File: src/common/port_map_pkg.sv
package port_map_pkg;

	//////////////////////////////
	// z80 i/o port numbers, low byte
	localparam logic [7:0] PORT_FE  = 8'hFE;	// beeper, border, keys
	localparam logic [7:0] PORT_FD  = 8'hFD;	// 7ffd paging
	localparam logic [7:0] PORT_F7  = 8'hF7;	// eff7, outside shadow only
	localparam logic [7:0] COVOX_FB = 8'hFB;
	localparam logic [7:0] COVOX_DD = 8'hDD;
	localparam logic [7:0] SDRV_0F  = 8'h0F;	// soundrive channel 0
	localparam logic [7:0] SDRV_1F  = 8'h1F;
	localparam logic [7:0] SDRV_4F  = 8'h4F;
	localparam logic [7:0] SDRV_5F  = 8'h5F;	// soundrive channel 3

	// nemo ide
	localparam logic [7:0] IDE_LO = 8'h10;	// data, low byte
	localparam logic [7:0] IDE_HI = 8'h11;	// data, high byte
	localparam logic [7:0] IDE_30 = 8'h30;
	localparam logic [7:0] IDE_50 = 8'h50;
	localparam logic [7:0] IDE_70 = 8'h70;
	localparam logic [7:0] IDE_90 = 8'h90;
	localparam logic [7:0] IDE_B0 = 8'hB0;
	localparam logic [7:0] IDE_D0 = 8'hD0;
	localparam logic [7:0] IDE_F0 = 8'hF0;
	localparam logic [7:0] IDE_C8 = 8'hC8;	// control block, cs1

	// xt register file, full 16-bit decode
	localparam logic [15:0] XT_ADDR_PORT = 16'h55FF;
	localparam logic [15:0] XT_DATA_PORT = 16'h56FF;

	localparam logic [7:0] XT_BORDER  = 8'h00;
	localparam logic [7:0] XT_VCONFIG = 8'h08;
	localparam logic [7:0] XT_PALADDR = 8'h09;
	localparam logic [7:0] XT_PALDATA = 8'h0A;
	localparam logic [7:0] XT_HCONFIG = 8'h1C;

	// one decoded i/o access, flags are combinational from the address
	typedef struct packed {
		logic fe;
		logic fd;
		logic f7;		// gated off in shadow mode
		logic covox;
		logic sdrv;		// gated off in shadow mode
		logic ide_lo;
		logic ide_hi;
		logic ide_reg;	// device ports other than #10
		logic ide_cs1;
		logic xt_addr;
		logic xt_data;
		logic wr;		// one-cycle write strobe
		logic rd;		// one-cycle read strobe
	} port_access_t;

endpackage

File: src/common/cfg_pkg.sv
package cfg_pkg;

	localparam int BORDER_W = 6;
	localparam int DAC_W    = 6;

	//////////////////////////////
	// memory paging, raw port bytes
	typedef struct packed {
		logic [7:0] p7ffd;	// 2..0 page, 3 screen, 4 rom, 5 lock48, 7..6 1m page
		logic [7:0] peff7;	// 2 block1m, 3 ram0 at 0000
	} paging_t;

	localparam paging_t PAGING_RST = '{
		p7ffd: 8'h00,
		peff7: 8'h00
	};

	// four dac channels, left pair then right pair
	typedef struct packed {
		logic [DAC_W-1:0] psd3;
		logic [DAC_W-1:0] psd2;
		logic [DAC_W-1:0] psd1;
		logic [DAC_W-1:0] psd0;
	} sound_t;

	localparam sound_t SOUND_RST = '0;

	// video side of the xt registers
	typedef struct packed {
		logic [7:0]          vcfg;
		logic                hus_en;
		logic                li_en;
		logic [BORDER_W-1:0] border;
	} video_cfg_t;

	localparam video_cfg_t VIDEO_RST = '{
		vcfg:   8'h00,
		hus_en: 1'b0,
		li_en:  1'b0,
		border: '0
	};

endpackage

File: src/design/bus_cycle.sv
`timescale 1ns/1ps

module bus_cycle (
	input  logic                       zclk,
	input  logic                       rst_n,
	input  logic [15:0]                a,
	input  logic                       iorq_n,
	input  logic                       rd_n,
	input  logic                       wr_n,
	input  logic                       dos,
	output port_map_pkg::port_access_t access
);
	import port_map_pkg::*;

	logic       iowr_q;		// last sample of the write qualifier
	logic       iord_q;
	logic       port_wr;
	logic       port_rd;
	logic [7:0] loa;

	assign loa = a[7:0];

	// one-zclk strobe from an edge on the sampled cycle
	always_ff @(posedge zclk or negedge rst_n)
	begin
		if (!rst_n)
		begin
			iowr_q  <= 1'b0;
			iord_q  <= 1'b0;
			port_wr <= 1'b0;
			port_rd <= 1'b0;
		end
		else
		begin
			iowr_q  <= ~(iorq_n | wr_n);
			iord_q  <= ~(iorq_n | rd_n);
			port_wr <= ~iowr_q & ~(iorq_n | wr_n);
			port_rd <= ~iord_q & ~(iorq_n | rd_n);
		end
	end

	//////////////////////////////
	// port decode
	always_comb
	begin
		access         = '0;
		access.fe      = (loa == PORT_FE);
		access.fd      = (loa == PORT_FD);
		access.f7      = (loa == PORT_F7) && !dos;
		access.covox   = (loa == COVOX_FB) || (loa == COVOX_DD);
		access.sdrv    = (loa inside {SDRV_0F, SDRV_1F, SDRV_4F, SDRV_5F}) && !dos;
		access.ide_lo  = (loa == IDE_LO);
		access.ide_hi  = (loa == IDE_HI);
		access.ide_reg = loa inside {IDE_30, IDE_50, IDE_70, IDE_90,
			IDE_B0, IDE_D0, IDE_F0, IDE_C8};
		access.ide_cs1 = (loa == IDE_C8);
		access.xt_addr = (a == XT_ADDR_PORT);
		access.xt_data = (a == XT_DATA_PORT);
		access.wr      = port_wr;
		access.rd      = port_rd;
	end

	// a bus cycle never reads and writes at once
	a_no_rd_wr: assert property (@(posedge zclk) disable iff (!rst_n)
		!(access.wr && access.rd));

endmodule

File: src/ide/ide_bridge.sv
`timescale 1ns/1ps

module ide_bridge (
	input  logic                       zclk,
	input  logic                       rst_n,
	input  port_map_pkg::port_access_t access,
	input  logic [7:0]                 din,
	input  logic [15:0]                a,
	input  logic                       iorq_n,
	input  logic                       rd_n,
	input  logic                       wr_n,
	input  logic [15:0]                idein,
	output logic [15:0]                ideout,
	output logic [2:0]                 ide_a,
	output logic                       ide_cs0_n,
	output logic                       ide_cs1_n,
	output logic                       ide_rd_n,
	output logic                       ide_wr_n,
	output logic                       idedataout,
	output logic [7:0]                 ide_rdata
);
	logic        ide_ports;		// ports going to the device, #11 excluded
	logic        ide_touch;		// any ide access strobe, #11 included
	logic        rd_trig;		// nemo-divide read trigger
	logic        wrlo_trig;
	logic        wrhi_trig;
	logic        rd_latch;		// trigger frozen for the whole bus cycle
	logic        wrlo_latch;
	logic        wrhi_latch;
	logic [15:0] wr_hold;		// first half of a 16-bit write
	logic [7:0]  rd_hi;			// high byte kept from the low read

	assign ide_ports = access.ide_lo | access.ide_reg;
	assign ide_touch = (ide_ports | access.ide_hi) & (access.rd | access.wr);

	//////////////////////////////
	// triggers
	// normal read  #10 lo, #11 hi   divide read  #10 lo, #10 hi
	// normal write #11 hi, #10 lo   divide write #10 lo, #10 hi
	always_ff @(posedge zclk or negedge rst_n)
	begin
		if (!rst_n)
			rd_trig <= 1'b0;
		else if (access.ide_lo && access.rd && !rd_trig)
			rd_trig <= 1'b1;
		else if (ide_touch)
			rd_trig <= 1'b0;
	end

	always_ff @(posedge zclk or negedge rst_n)
	begin
		if (!rst_n)
		begin
			wrhi_trig <= 1'b0;
			wrlo_trig <= 1'b0;
		end
		else if (ide_touch)
		begin
			wrhi_trig <= access.ide_hi & access.wr;
			wrlo_trig <= access.ide_lo & access.wr & ~wrhi_trig & ~wrlo_trig;
		end
	end

	// triggers move mid-cycle, so the strobes look at a copy taken while idle
	always_ff @(posedge zclk or negedge rst_n)
	begin
		if (!rst_n)
		begin
			rd_latch   <= 1'b0;
			wrlo_latch <= 1'b0;
			wrhi_latch <= 1'b0;
		end
		else
		begin
			if (rd_n)
				rd_latch <= rd_trig;
			if (wr_n)
			begin
				wrlo_latch <= wrlo_trig;
				wrhi_latch <= wrhi_trig;
			end
		end
	end

	always_ff @(posedge zclk)
	begin
		if (access.wr && access.ide_hi)
			wr_hold[15:8] <= din;
		if (access.wr && access.ide_lo && !wrlo_trig)
			wr_hold[7:0] <= din;
		if (access.rd && access.ide_lo && !rd_trig)
			rd_hi <= idein[15:8];	// low byte goes straight to the cpu
	end

	//////////////////////////////
	// device side
	assign ide_a     = a[7:5];
	assign ide_cs0_n = ~(ide_ports & ~access.ide_cs1);
	assign ide_cs1_n = ~access.ide_cs1;

	// no device strobe on the first half of a pair
	assign ide_rd_n = iorq_n | rd_n | ~ide_ports | (rd_latch & access.ide_lo);
	assign ide_wr_n = iorq_n | wr_n | ~ide_ports |
		(access.ide_lo & ~wrlo_latch & ~wrhi_latch);

	assign idedataout = ide_rd_n;

	assign ideout[15:8] = wrhi_latch ? wr_hold[15:8] : din;
	assign ideout[7:0]  = wrlo_latch ? wr_hold[7:0] : din;

	assign ide_rdata = (access.ide_hi || (rd_latch && access.ide_lo)) ? rd_hi : idein[7:0];

	a_ide_dir: assert property (@(posedge zclk) disable iff (!rst_n)
		!(!ide_rd_n && !ide_wr_n));

endmodule

File: src/design/mem_pager.sv
`timescale 1ns/1ps

module mem_pager (
	input  logic                       zclk,
	input  logic                       rst_n,
	input  port_map_pkg::port_access_t access,
	input  logic [7:0]                 din,
	input  logic [15:0]                a,
	input  logic [1:0]                 rstrom,
	output cfg_pkg::paging_t           paging,
	output logic [7:0]                 p7ffd,
	output logic [7:0]                 peff7,
	output logic [5:0]                 pent1m_page,
	output logic                       pent1m_rom,
	output logic                       pent1m_1m_on,
	output logic                       pent1m_ram0_0
);
	import cfg_pkg::*;

	logic [2:0] ext_q;		// 7ffd bits 7..5
	logic [3:0] scr_q;		// 7ffd bits 3..0
	logic       rom_q;
	logic [7:0] eff7_q;
	logic [1:0] rst_sync;
	logic       block1m;
	logic       block7ffd;
	logic       fd_wr;
	logic [7:0] p7ffd_raw;

	assign block1m   = eff7_q[2];
	assign block7ffd = ext_q[0] & block1m;	// bit 5 locks only with block1m
	assign fd_wr     = access.fd & access.wr & ~a[15] & ~block7ffd;

	always_ff @(posedge zclk or negedge rst_n)
	begin
		if (!rst_n)
			rst_sync <= 2'b11;
		else
			rst_sync <= {rst_sync[0], 1'b0};
	end

	always_ff @(posedge zclk or negedge rst_n)
	begin
		if (!rst_n)
		begin
			ext_q  <= PAGING_RST.p7ffd[7:5];
			scr_q  <= PAGING_RST.p7ffd[3:0];
			eff7_q <= PAGING_RST.peff7;
		end
		else
		begin
			if (fd_wr)
			begin
				ext_q <= din[7:5];
				scr_q <= din[3:0];
			end
			if (access.f7 && access.wr && !a[12])
				eff7_q <= din;
		end
	end

	// rom select follows the boot choice until the sync drops
	always_ff @(posedge zclk)
	begin
		if (rst_sync[1])
			rom_q <= rstrom[0];
		else if (fd_wr)
			rom_q <= din[4];
	end

	assign p7ffd_raw = {ext_q, rom_q, scr_q};

	assign paging.p7ffd = p7ffd_raw;
	assign paging.peff7 = eff7_q;

	assign p7ffd = {(block1m ? 3'b000 : ext_q), rom_q, scr_q};
	assign peff7 = block1m ? {eff7_q[7], 1'b0, eff7_q[5:4], 3'b000, eff7_q[0]} : eff7_q;

	assign pent1m_page   = {ext_q, scr_q[2:0]};
	assign pent1m_rom    = rom_q;
	assign pent1m_1m_on  = ~eff7_q[2];
	assign pent1m_ram0_0 = eff7_q[3];

endmodule

File: src/design/sound_border.sv
`timescale 1ns/1ps

module sound_border (
	input  logic                         zclk,
	input  logic                         rst_n,
	input  port_map_pkg::port_access_t   access,
	input  logic [7:0]                   din,
	input  logic [15:0]                  a,
	output logic [cfg_pkg::DAC_W-1:0]    psd0,
	output logic [cfg_pkg::DAC_W-1:0]    psd1,
	output logic [cfg_pkg::DAC_W-1:0]    psd2,
	output logic [cfg_pkg::DAC_W-1:0]    psd3,
	output logic [cfg_pkg::BORDER_W-1:0] border,
	output logic [7:0]                   vcfg,
	output logic [7:0]                   sp_wa,
	output logic                         sp_we,
	output logic                         hus_en,
	output logic                         li_en
);
	import port_map_pkg::*;
	import cfg_pkg::*;

	sound_t     snd_q;
	video_cfg_t vid_q;
	logic [7:0] xt_idx;		// selected xt register
	logic       fe_wr;
	logic       dac_wr;
	logic       xt_reg_wr;

	assign fe_wr     = access.fe & access.wr;
	assign dac_wr    = (access.covox | access.sdrv) & access.wr;
	assign xt_reg_wr = access.xt_data & access.wr;

	always_ff @(posedge zclk or negedge rst_n)
	begin
		if (!rst_n)
		begin
			snd_q  <= SOUND_RST;
			vid_q  <= VIDEO_RST;
			xt_idx <= 8'h00;
		end
		else
		begin
			if (access.xt_addr && access.wr)
				xt_idx <= din;

			//////////////////////////////
			// beeper and tape out on all channels
			if (fe_wr)
			begin
				snd_q.psd0   <= {DAC_W{din[4]}};
				snd_q.psd1   <= {DAC_W{din[4]}};
				snd_q.psd2   <= {din[4], {(DAC_W - 1){din[3]}}};
				snd_q.psd3   <= {DAC_W{din[3]}};
				vid_q.border <= {din[1], 1'b0, din[2], 1'b0, din[0], 1'b0};
			end

			if (dac_wr)
			begin
				if (access.covox)
					snd_q <= {4{din[7:2]}};	// covox drives every channel
				else
					case (a[7:0])
						SDRV_0F: snd_q.psd0 <= din[7:2];
						SDRV_1F: snd_q.psd1 <= din[7:2];
						SDRV_4F: snd_q.psd2 <= din[7:2];
						SDRV_5F: snd_q.psd3 <= din[7:2];
						default: ;
					endcase
			end

			if (xt_reg_wr)
				case (xt_idx)
					XT_BORDER:  vid_q.border <= din[BORDER_W-1:0];	// overrides fe
					XT_VCONFIG: vid_q.vcfg   <= din;
					XT_HCONFIG:
					begin
						vid_q.hus_en <= din[7];
						vid_q.li_en  <= din[6];
					end
					default: ;
				endcase
		end
	end

	// palette address
	always_ff @(posedge zclk)
	begin
		if (xt_reg_wr && xt_idx == XT_PALADDR)
			sp_wa <= din;
	end

	assign sp_we = xt_reg_wr & (xt_idx == XT_PALDATA);	// data itself on din

	assign psd0   = snd_q.psd0;
	assign psd1   = snd_q.psd1;
	assign psd2   = snd_q.psd2;
	assign psd3   = snd_q.psd3;
	assign border = vid_q.border;
	assign vcfg   = vid_q.vcfg;
	assign hus_en = vid_q.hus_en;
	assign li_en  = vid_q.li_en;

endmodule

File: src/design/read_mux.sv
`timescale 1ns/1ps

module read_mux (
	input  port_map_pkg::port_access_t access,
	input  logic [15:0]                a,
	input  logic                       iorq_n,
	input  logic                       rd_n,
	input  logic                       dos,
	input  logic [4:0]                 keys_in,
	input  logic                       tape_read,
	input  cfg_pkg::paging_t           paging,
	input  logic [7:0]                 ide_rdata,
	output logic [7:0]                 dout,
	output logic                       dataout,
	output logic                       porthit
);
	logic ide_hit;

	assign ide_hit = access.ide_lo | access.ide_hi | access.ide_reg;

	always_comb
	begin
		if (access.fe)
			dout = {1'b1, tape_read, 1'b0, keys_in};
		else if (ide_hit)
			dout = ide_rdata;
		else if (access.f7 && !a[12])
			dout = paging.peff7;	// eff7 readback
		else
			dout = 8'hFF;
	end

	//////////////////////////////
	// internal port claim, drives the zxbus iorq split
	assign porthit = access.fe | access.fd | access.covox | ide_hit |
		access.xt_addr | access.xt_data |
		((access.f7 | access.sdrv) & ~dos);	// these belong to tr-dos in shadow

	assign dataout = porthit & ~iorq_n & ~rd_n;

endmodule

File: src/design/zports_top.sv
`timescale 1ns/1ps

module zports_top (
	input  logic                         zclk,
	input  logic                         rst_n,
	input  logic [15:0]                  a,
	input  logic [7:0]                   din,
	input  logic                         iorq_n,
	input  logic                         rd_n,
	input  logic                         wr_n,
	input  logic                         dos,
	input  logic [1:0]                   rstrom,
	input  logic [4:0]                   keys_in,
	input  logic                         tape_read,
	input  logic [15:0]                  idein,
	output logic [7:0]                   dout,
	output logic                         dataout,
	output logic                         porthit,
	output logic [15:0]                  ideout,
	output logic [2:0]                   ide_a,
	output logic                         ide_cs0_n,
	output logic                         ide_cs1_n,
	output logic                         ide_rd_n,
	output logic                         ide_wr_n,
	output logic                         idedataout,
	output logic [7:0]                   p7ffd,
	output logic [7:0]                   peff7,
	output logic [5:0]                   pent1m_page,
	output logic                         pent1m_rom,
	output logic                         pent1m_1m_on,
	output logic                         pent1m_ram0_0,
	output logic [cfg_pkg::DAC_W-1:0]    psd0,
	output logic [cfg_pkg::DAC_W-1:0]    psd1,
	output logic [cfg_pkg::DAC_W-1:0]    psd2,
	output logic [cfg_pkg::DAC_W-1:0]    psd3,
	output logic [cfg_pkg::BORDER_W-1:0] border,
	output logic [7:0]                   vcfg,
	output logic [7:0]                   sp_wa,
	output logic                         sp_we,
	output logic                         hus_en,
	output logic                         li_en
);
	import port_map_pkg::*;
	import cfg_pkg::*;

	port_access_t access;
	paging_t      paging;
	logic [7:0]   ide_rdata;

	bus_cycle u_bus_cycle (.zclk(zclk), .rst_n(rst_n), .a(a), .iorq_n(iorq_n),
		.rd_n(rd_n), .wr_n(wr_n), .dos(dos), .access(access));

	ide_bridge u_ide_bridge (.zclk(zclk), .rst_n(rst_n), .access(access), .din(din),
		.a(a), .iorq_n(iorq_n), .rd_n(rd_n), .wr_n(wr_n), .idein(idein),
		.ideout(ideout), .ide_a(ide_a), .ide_cs0_n(ide_cs0_n), .ide_cs1_n(ide_cs1_n),
		.ide_rd_n(ide_rd_n), .ide_wr_n(ide_wr_n), .idedataout(idedataout),
		.ide_rdata(ide_rdata));

	mem_pager u_mem_pager (.zclk(zclk), .rst_n(rst_n), .access(access), .din(din),
		.a(a), .rstrom(rstrom), .paging(paging), .p7ffd(p7ffd), .peff7(peff7),
		.pent1m_page(pent1m_page), .pent1m_rom(pent1m_rom),
		.pent1m_1m_on(pent1m_1m_on), .pent1m_ram0_0(pent1m_ram0_0));

	sound_border u_sound_border (.zclk(zclk), .rst_n(rst_n), .access(access),
		.din(din), .a(a), .psd0(psd0), .psd1(psd1), .psd2(psd2), .psd3(psd3),
		.border(border), .vcfg(vcfg), .sp_wa(sp_wa), .sp_we(sp_we),
		.hus_en(hus_en), .li_en(li_en));

	read_mux u_read_mux (.access(access), .a(a), .iorq_n(iorq_n), .rd_n(rd_n),
		.dos(dos), .keys_in(keys_in), .tape_read(tape_read), .paging(paging),
		.ide_rdata(ide_rdata), .dout(dout), .dataout(dataout), .porthit(porthit));

endmodule

File: config.mk
export PLATFORM = sky130hd
export DESIGN_NAME = zports_top
export DESIGN_NICKNAME = d
export VERILOG_FILES = /design/src/common/port_map_pkg.sv /design/src/common/cfg_pkg.sv /design/src/design/bus_cycle.sv /design/src/ide/ide_bridge.sv /design/src/design/mem_pager.sv /design/src/design/sound_border.sv /design/src/design/read_mux.sv /design/src/design/zports_top.sv
export SDC_FILE = /design/constraint.sdc
export NUM_CORES = 1
export LEC_CHECK = 0
export ABC_CLOCK_PERIOD_IN_PS = 3000
export BUFFER_PORTS_ARGS = -buffer_cell sky130_fd_sc_hd__buf_2
export CAP_MARGIN = 20
export CELL_PAD_IN_SITES_DETAIL_PLACEMENT = 1
export CELL_PAD_IN_SITES_GLOBAL_PLACEMENT = 1
export CORE_MARGIN = 2
export CORE_UTILIZATION = 40
export CTS_CLUSTER_DIAMETER = 80
export DETAILED_ROUTE_END_ITERATION = 10
export HOLD_SLACK_MARGIN = 0.1
export PLACE_DENSITY = 0.89
export SYNTH_ARGS = -nofsm -noshare
export SYNTH_HDL_FRONTEND = slang
export SYNTH_SLANG_ARGS = --single-unit
File: constraint.sdc
create_clock -name zclk -period 3 [get_ports zclk]
set_input_delay 0.15 -clock zclk [delete_from_list [all_inputs] [get_ports zclk]]
set_output_delay 0.15 -clock zclk [all_outputs]
set_load 0.03 [all_outputs]
==> reports/qor.yml <==
place:
  gp_congestion: 0.872
  place_ws_ns: 0.711
  dp_hpwl_mm: 10.7
  numPortBuffers: 159
critical_path:
  cp_num_buf_inv: 2
  cp_top_family: "simple AND/OR/NAND/NOR gates"
  crit_path_max_incr_delay_ns: 0.53
  crit_type: "flop to primary output"
  setup.worst_path.end_class: "primary output"
  worst_path_max_delay_cell: "dfrtp_1"
  cp.arrival_ns: 2.31
  critPathRequiredTime_ns: 2.85
  worstPathMaxFanout: 9
  cp_cell_sequence: "clkinv_1 -> nor3_1 -> nand4_1 -> nor4_1 -> buf_2"
  crit_path_start_kind: "flop"
pwr:
  power_leakage_nw: 3.06
  ir_drop_uv: 287
  power_density_nw_per_um2: 495
synthesis:
  synth_cell_types: 60
  synth_area_leaders: "dfrtp_1 (36%), edfxtp_1 (20%), mux2_2 (11%)"
  ys_warn_count: 0
  synth_top_area_share_pct: 36.0
  post-synth-top-count-cell: "dfrtp_1"
  synthArstFlopShare_pct: 69.4
  yosysTopAreaCell: "dfrtp_1"
  ys_seq_elements: 108
  synthesis.instances: 406
  synth_area_um2: 5070
  synth_edf_count: 33
  ys.flop_type: "dfrtp_1"
  syn_avg_cell_area_um2: 12.5
  synth_seq_area_share_pct: 56.6
  yosys-top-cells-count: "dfrtp_1 (73), mux2_2 (51), edfxtp_1 (33), a21oi_1 (24)"
outcome:
  status: "finished clean"
sta:
  period_share_pct: 81.9
  fmax_ghz: 0.407
  hold_slack_ns: 0.129
  tightest_slew_ns: 0.967
  layout_min_cycle_time_ns: 2.46
  hold_viol_final: 0
  fin_setup_tns_ns: 0
  setup_ws_ns: 0.543
  slew_headroom_pct: 35.5
  report.final.setup_viol: 0
  rsz0062_at_grt: "false"
  drv_slew: 0
  skew_ns: 0.00778
floorplanning:
  start_util_pct: 40.5
  die_h_um: 117
  core_um2: 12500
  die_w_um: 117
  ios: 162
  rows: 41
  die_area_um2: 13600
global_route:
  grt-ovfl-total: 0
  grt.total_usage_pct: 22.1
  grt_pass1_vias: 4087
  grt_pass1_wl_mm: 22.2
  grt_max_degree: 76
  antenna_found_initial: 0
drt:
  drc: 0
  routed_via_density: 5.41
  vias: 3966
  wl_per_cell_um: 20.5
  drtPass1Iterations: 4
  drtAntennaViolNets: 0
  first_iter_violations: 215
  totalWireLength_mm: 15.0
layout:
  diodes: 0
  final_nets: 610
  synthToLayoutAreaGrowth_pct: 25.0
  drive_gt1_share_pct: 44.2
cts:
  cts.reportedPaths.clkPinSlew_ns: 0.08
  post_cts_buffers: 0
  clk-insertion-delay-late_ns: 0.36
  cts.sinks: 108
  cts_buffer_depth: 2
  cts_buffers: 9
  cts-root-buf: "clkbuf_16"
  tritoncts: "built"
  h-tree-depth: 3
flow_run:
  cap_violations: 0
hold_path:
  hp-class: "input pin to flop"
timing repair:
action / in CTS / in global routing
hold buffers: 14 / 0
gates resized for setup: 0 / 0
endpoints found under the hold margin: 88 / 0
area by class of cell:
type | instances | area, um2
Clock inverter | 6 | 72.6
Clock buffer | 10 | 229
Multi-Input combinational cell | 247 | 1930
Fill cell | 1386 | 6170
Timing Repair Buffer | 180 | 991
Tap cell | 172 | 215
Sequential cell | 108 | 2870
Inverter | 10 | 37.5
worst reg2reg max path, cell delays in order, from the launching register on:
cell and delay [ns]:
dfrtp_1 0.41, or4_1 0.54, nor3_1 0.28, nand4_1 0.47
mux2_2 0.45
worst paths after layout:
check / cells after the start / startpoint / slack [ns] / endpoint
max: 5 / u_bus_cycle.port_wr$_DFF_PN0_ / 0.54 / sp_we
min: 3 / rstrom[0] / 0.13 / u_mem_pager.pent1m_rom$_DFFE_PP_
max reg2reg: 4 / u_sound_border.xt_idx[1]$_DFFE_PN0P_ / 0.73 / u_sound_border.vcfg[1]$_DFFE_PN0P_
min reg2reg: 0 / u_mem_pager.rst_sync[0]$_DFF_PN1_ / 0.36 / u_mem_pager.rst_sync[1]$_DFF_PN1_
max in group asynchronous: 2 / rst_n / 1.87 / u_sound_border.psd0[2]$_DFF_PN0_
min in group asynchronous: 2 / rst_n / 0.46 / u_mem_pager.scr_q[0]$_DFFE_PN0P_
placed cells by master (no fill, tap or decap), types with 3 or more instances in the layout:
master,count
buf_2,158
dfrtp_1,73
mux2_2,51
edfxtp_1,33
a21oi_1,24
mux2i_1,20
nand2_1,16
nor2_1,16
dlygate4sd3_1,14
nor3_1,13
inv_1,9
clkbuf_16,9
o21ai_0,8
a221o_1,8
nor2b_1,8
buf_4,8
nand3_1,7
mux2_4,7
o22ai_1,6
nand4_1,5
nor4_1,5
nand2b_1,4
nand4b_1,3
a211o_1,3
a31o_2,3
and3_1,3
clkinvlp_4,3
registers in the layout, summed over array words and instances, names as in the netlist, 2 cells and up:
register and flops:
u_ide_bridge.wr_hold 16, u_ide_bridge.rd_hi 8, u_mem_pager.eff7_q 8, u_sound_border.sp_wa 8
u_sound_border.vcfg 8, u_sound_border.xt_idx 8, u_sound_border.border 6, u_sound_border.psd0 6
u_sound_border.psd1 6, u_sound_border.psd2 6, u_sound_border.psd3 6, u_mem_pager.scr_q 4
u_mem_pager.ext_q 3, u_mem_pager.rst_sync 2
cell families (layout without fill, tap and decap cells):
group | Yosys count | after routing | synth area share (%)
AO/OA/AOI/OAI | 67 | 67 | 9.05
XOR/XNOR | 1 | 1 | 0.173
buffers and inverters | 52 | 206 | 5.65
flip-flops | 108 | 108 | 56.6
multiplexers | 78 | 78 | 17.3
other | 1 | 2 | 0.0739
AND/OR/NAND/NOR | 99 | 99 | 11.2
report_power, final:
group	leakage, nW	switching, W	internal (W)
registers	1.32	0.0000266	0.00155
clock network	0.137	0.000556	0.000657
logic	1.60	0.000230	0.000118
total	3.06	0.000813	0.00232
through the flow:
step	util [%]	area, um2	cells	power [W]
6_report	50.7	6340	733	0.00314
5_1_grt	50.7	6340	733	0.00324
4_1_cts	50.7	6340	733	0.00317
3_5_place_dp	47.2	5900	703	0.00194
3_3_place_gp	47.2	5900	703	0.00193
2_1_floorplan	-	5080	407	0.00181
routing by layer:
layer | vias to the layer above | global-route usage (%) | share of wire [%]
li1 | 1783 | - | -
met1 | 2002 | 26.2 | 41
met2 | 156 | 39.3 | 49
met3 | 25 | 4.57 | 7.1
met4 | 0 | 8.94 | 2.1
met5 | - | 0 | 0
Note: power is estimated with default switching activity, not from simulation.
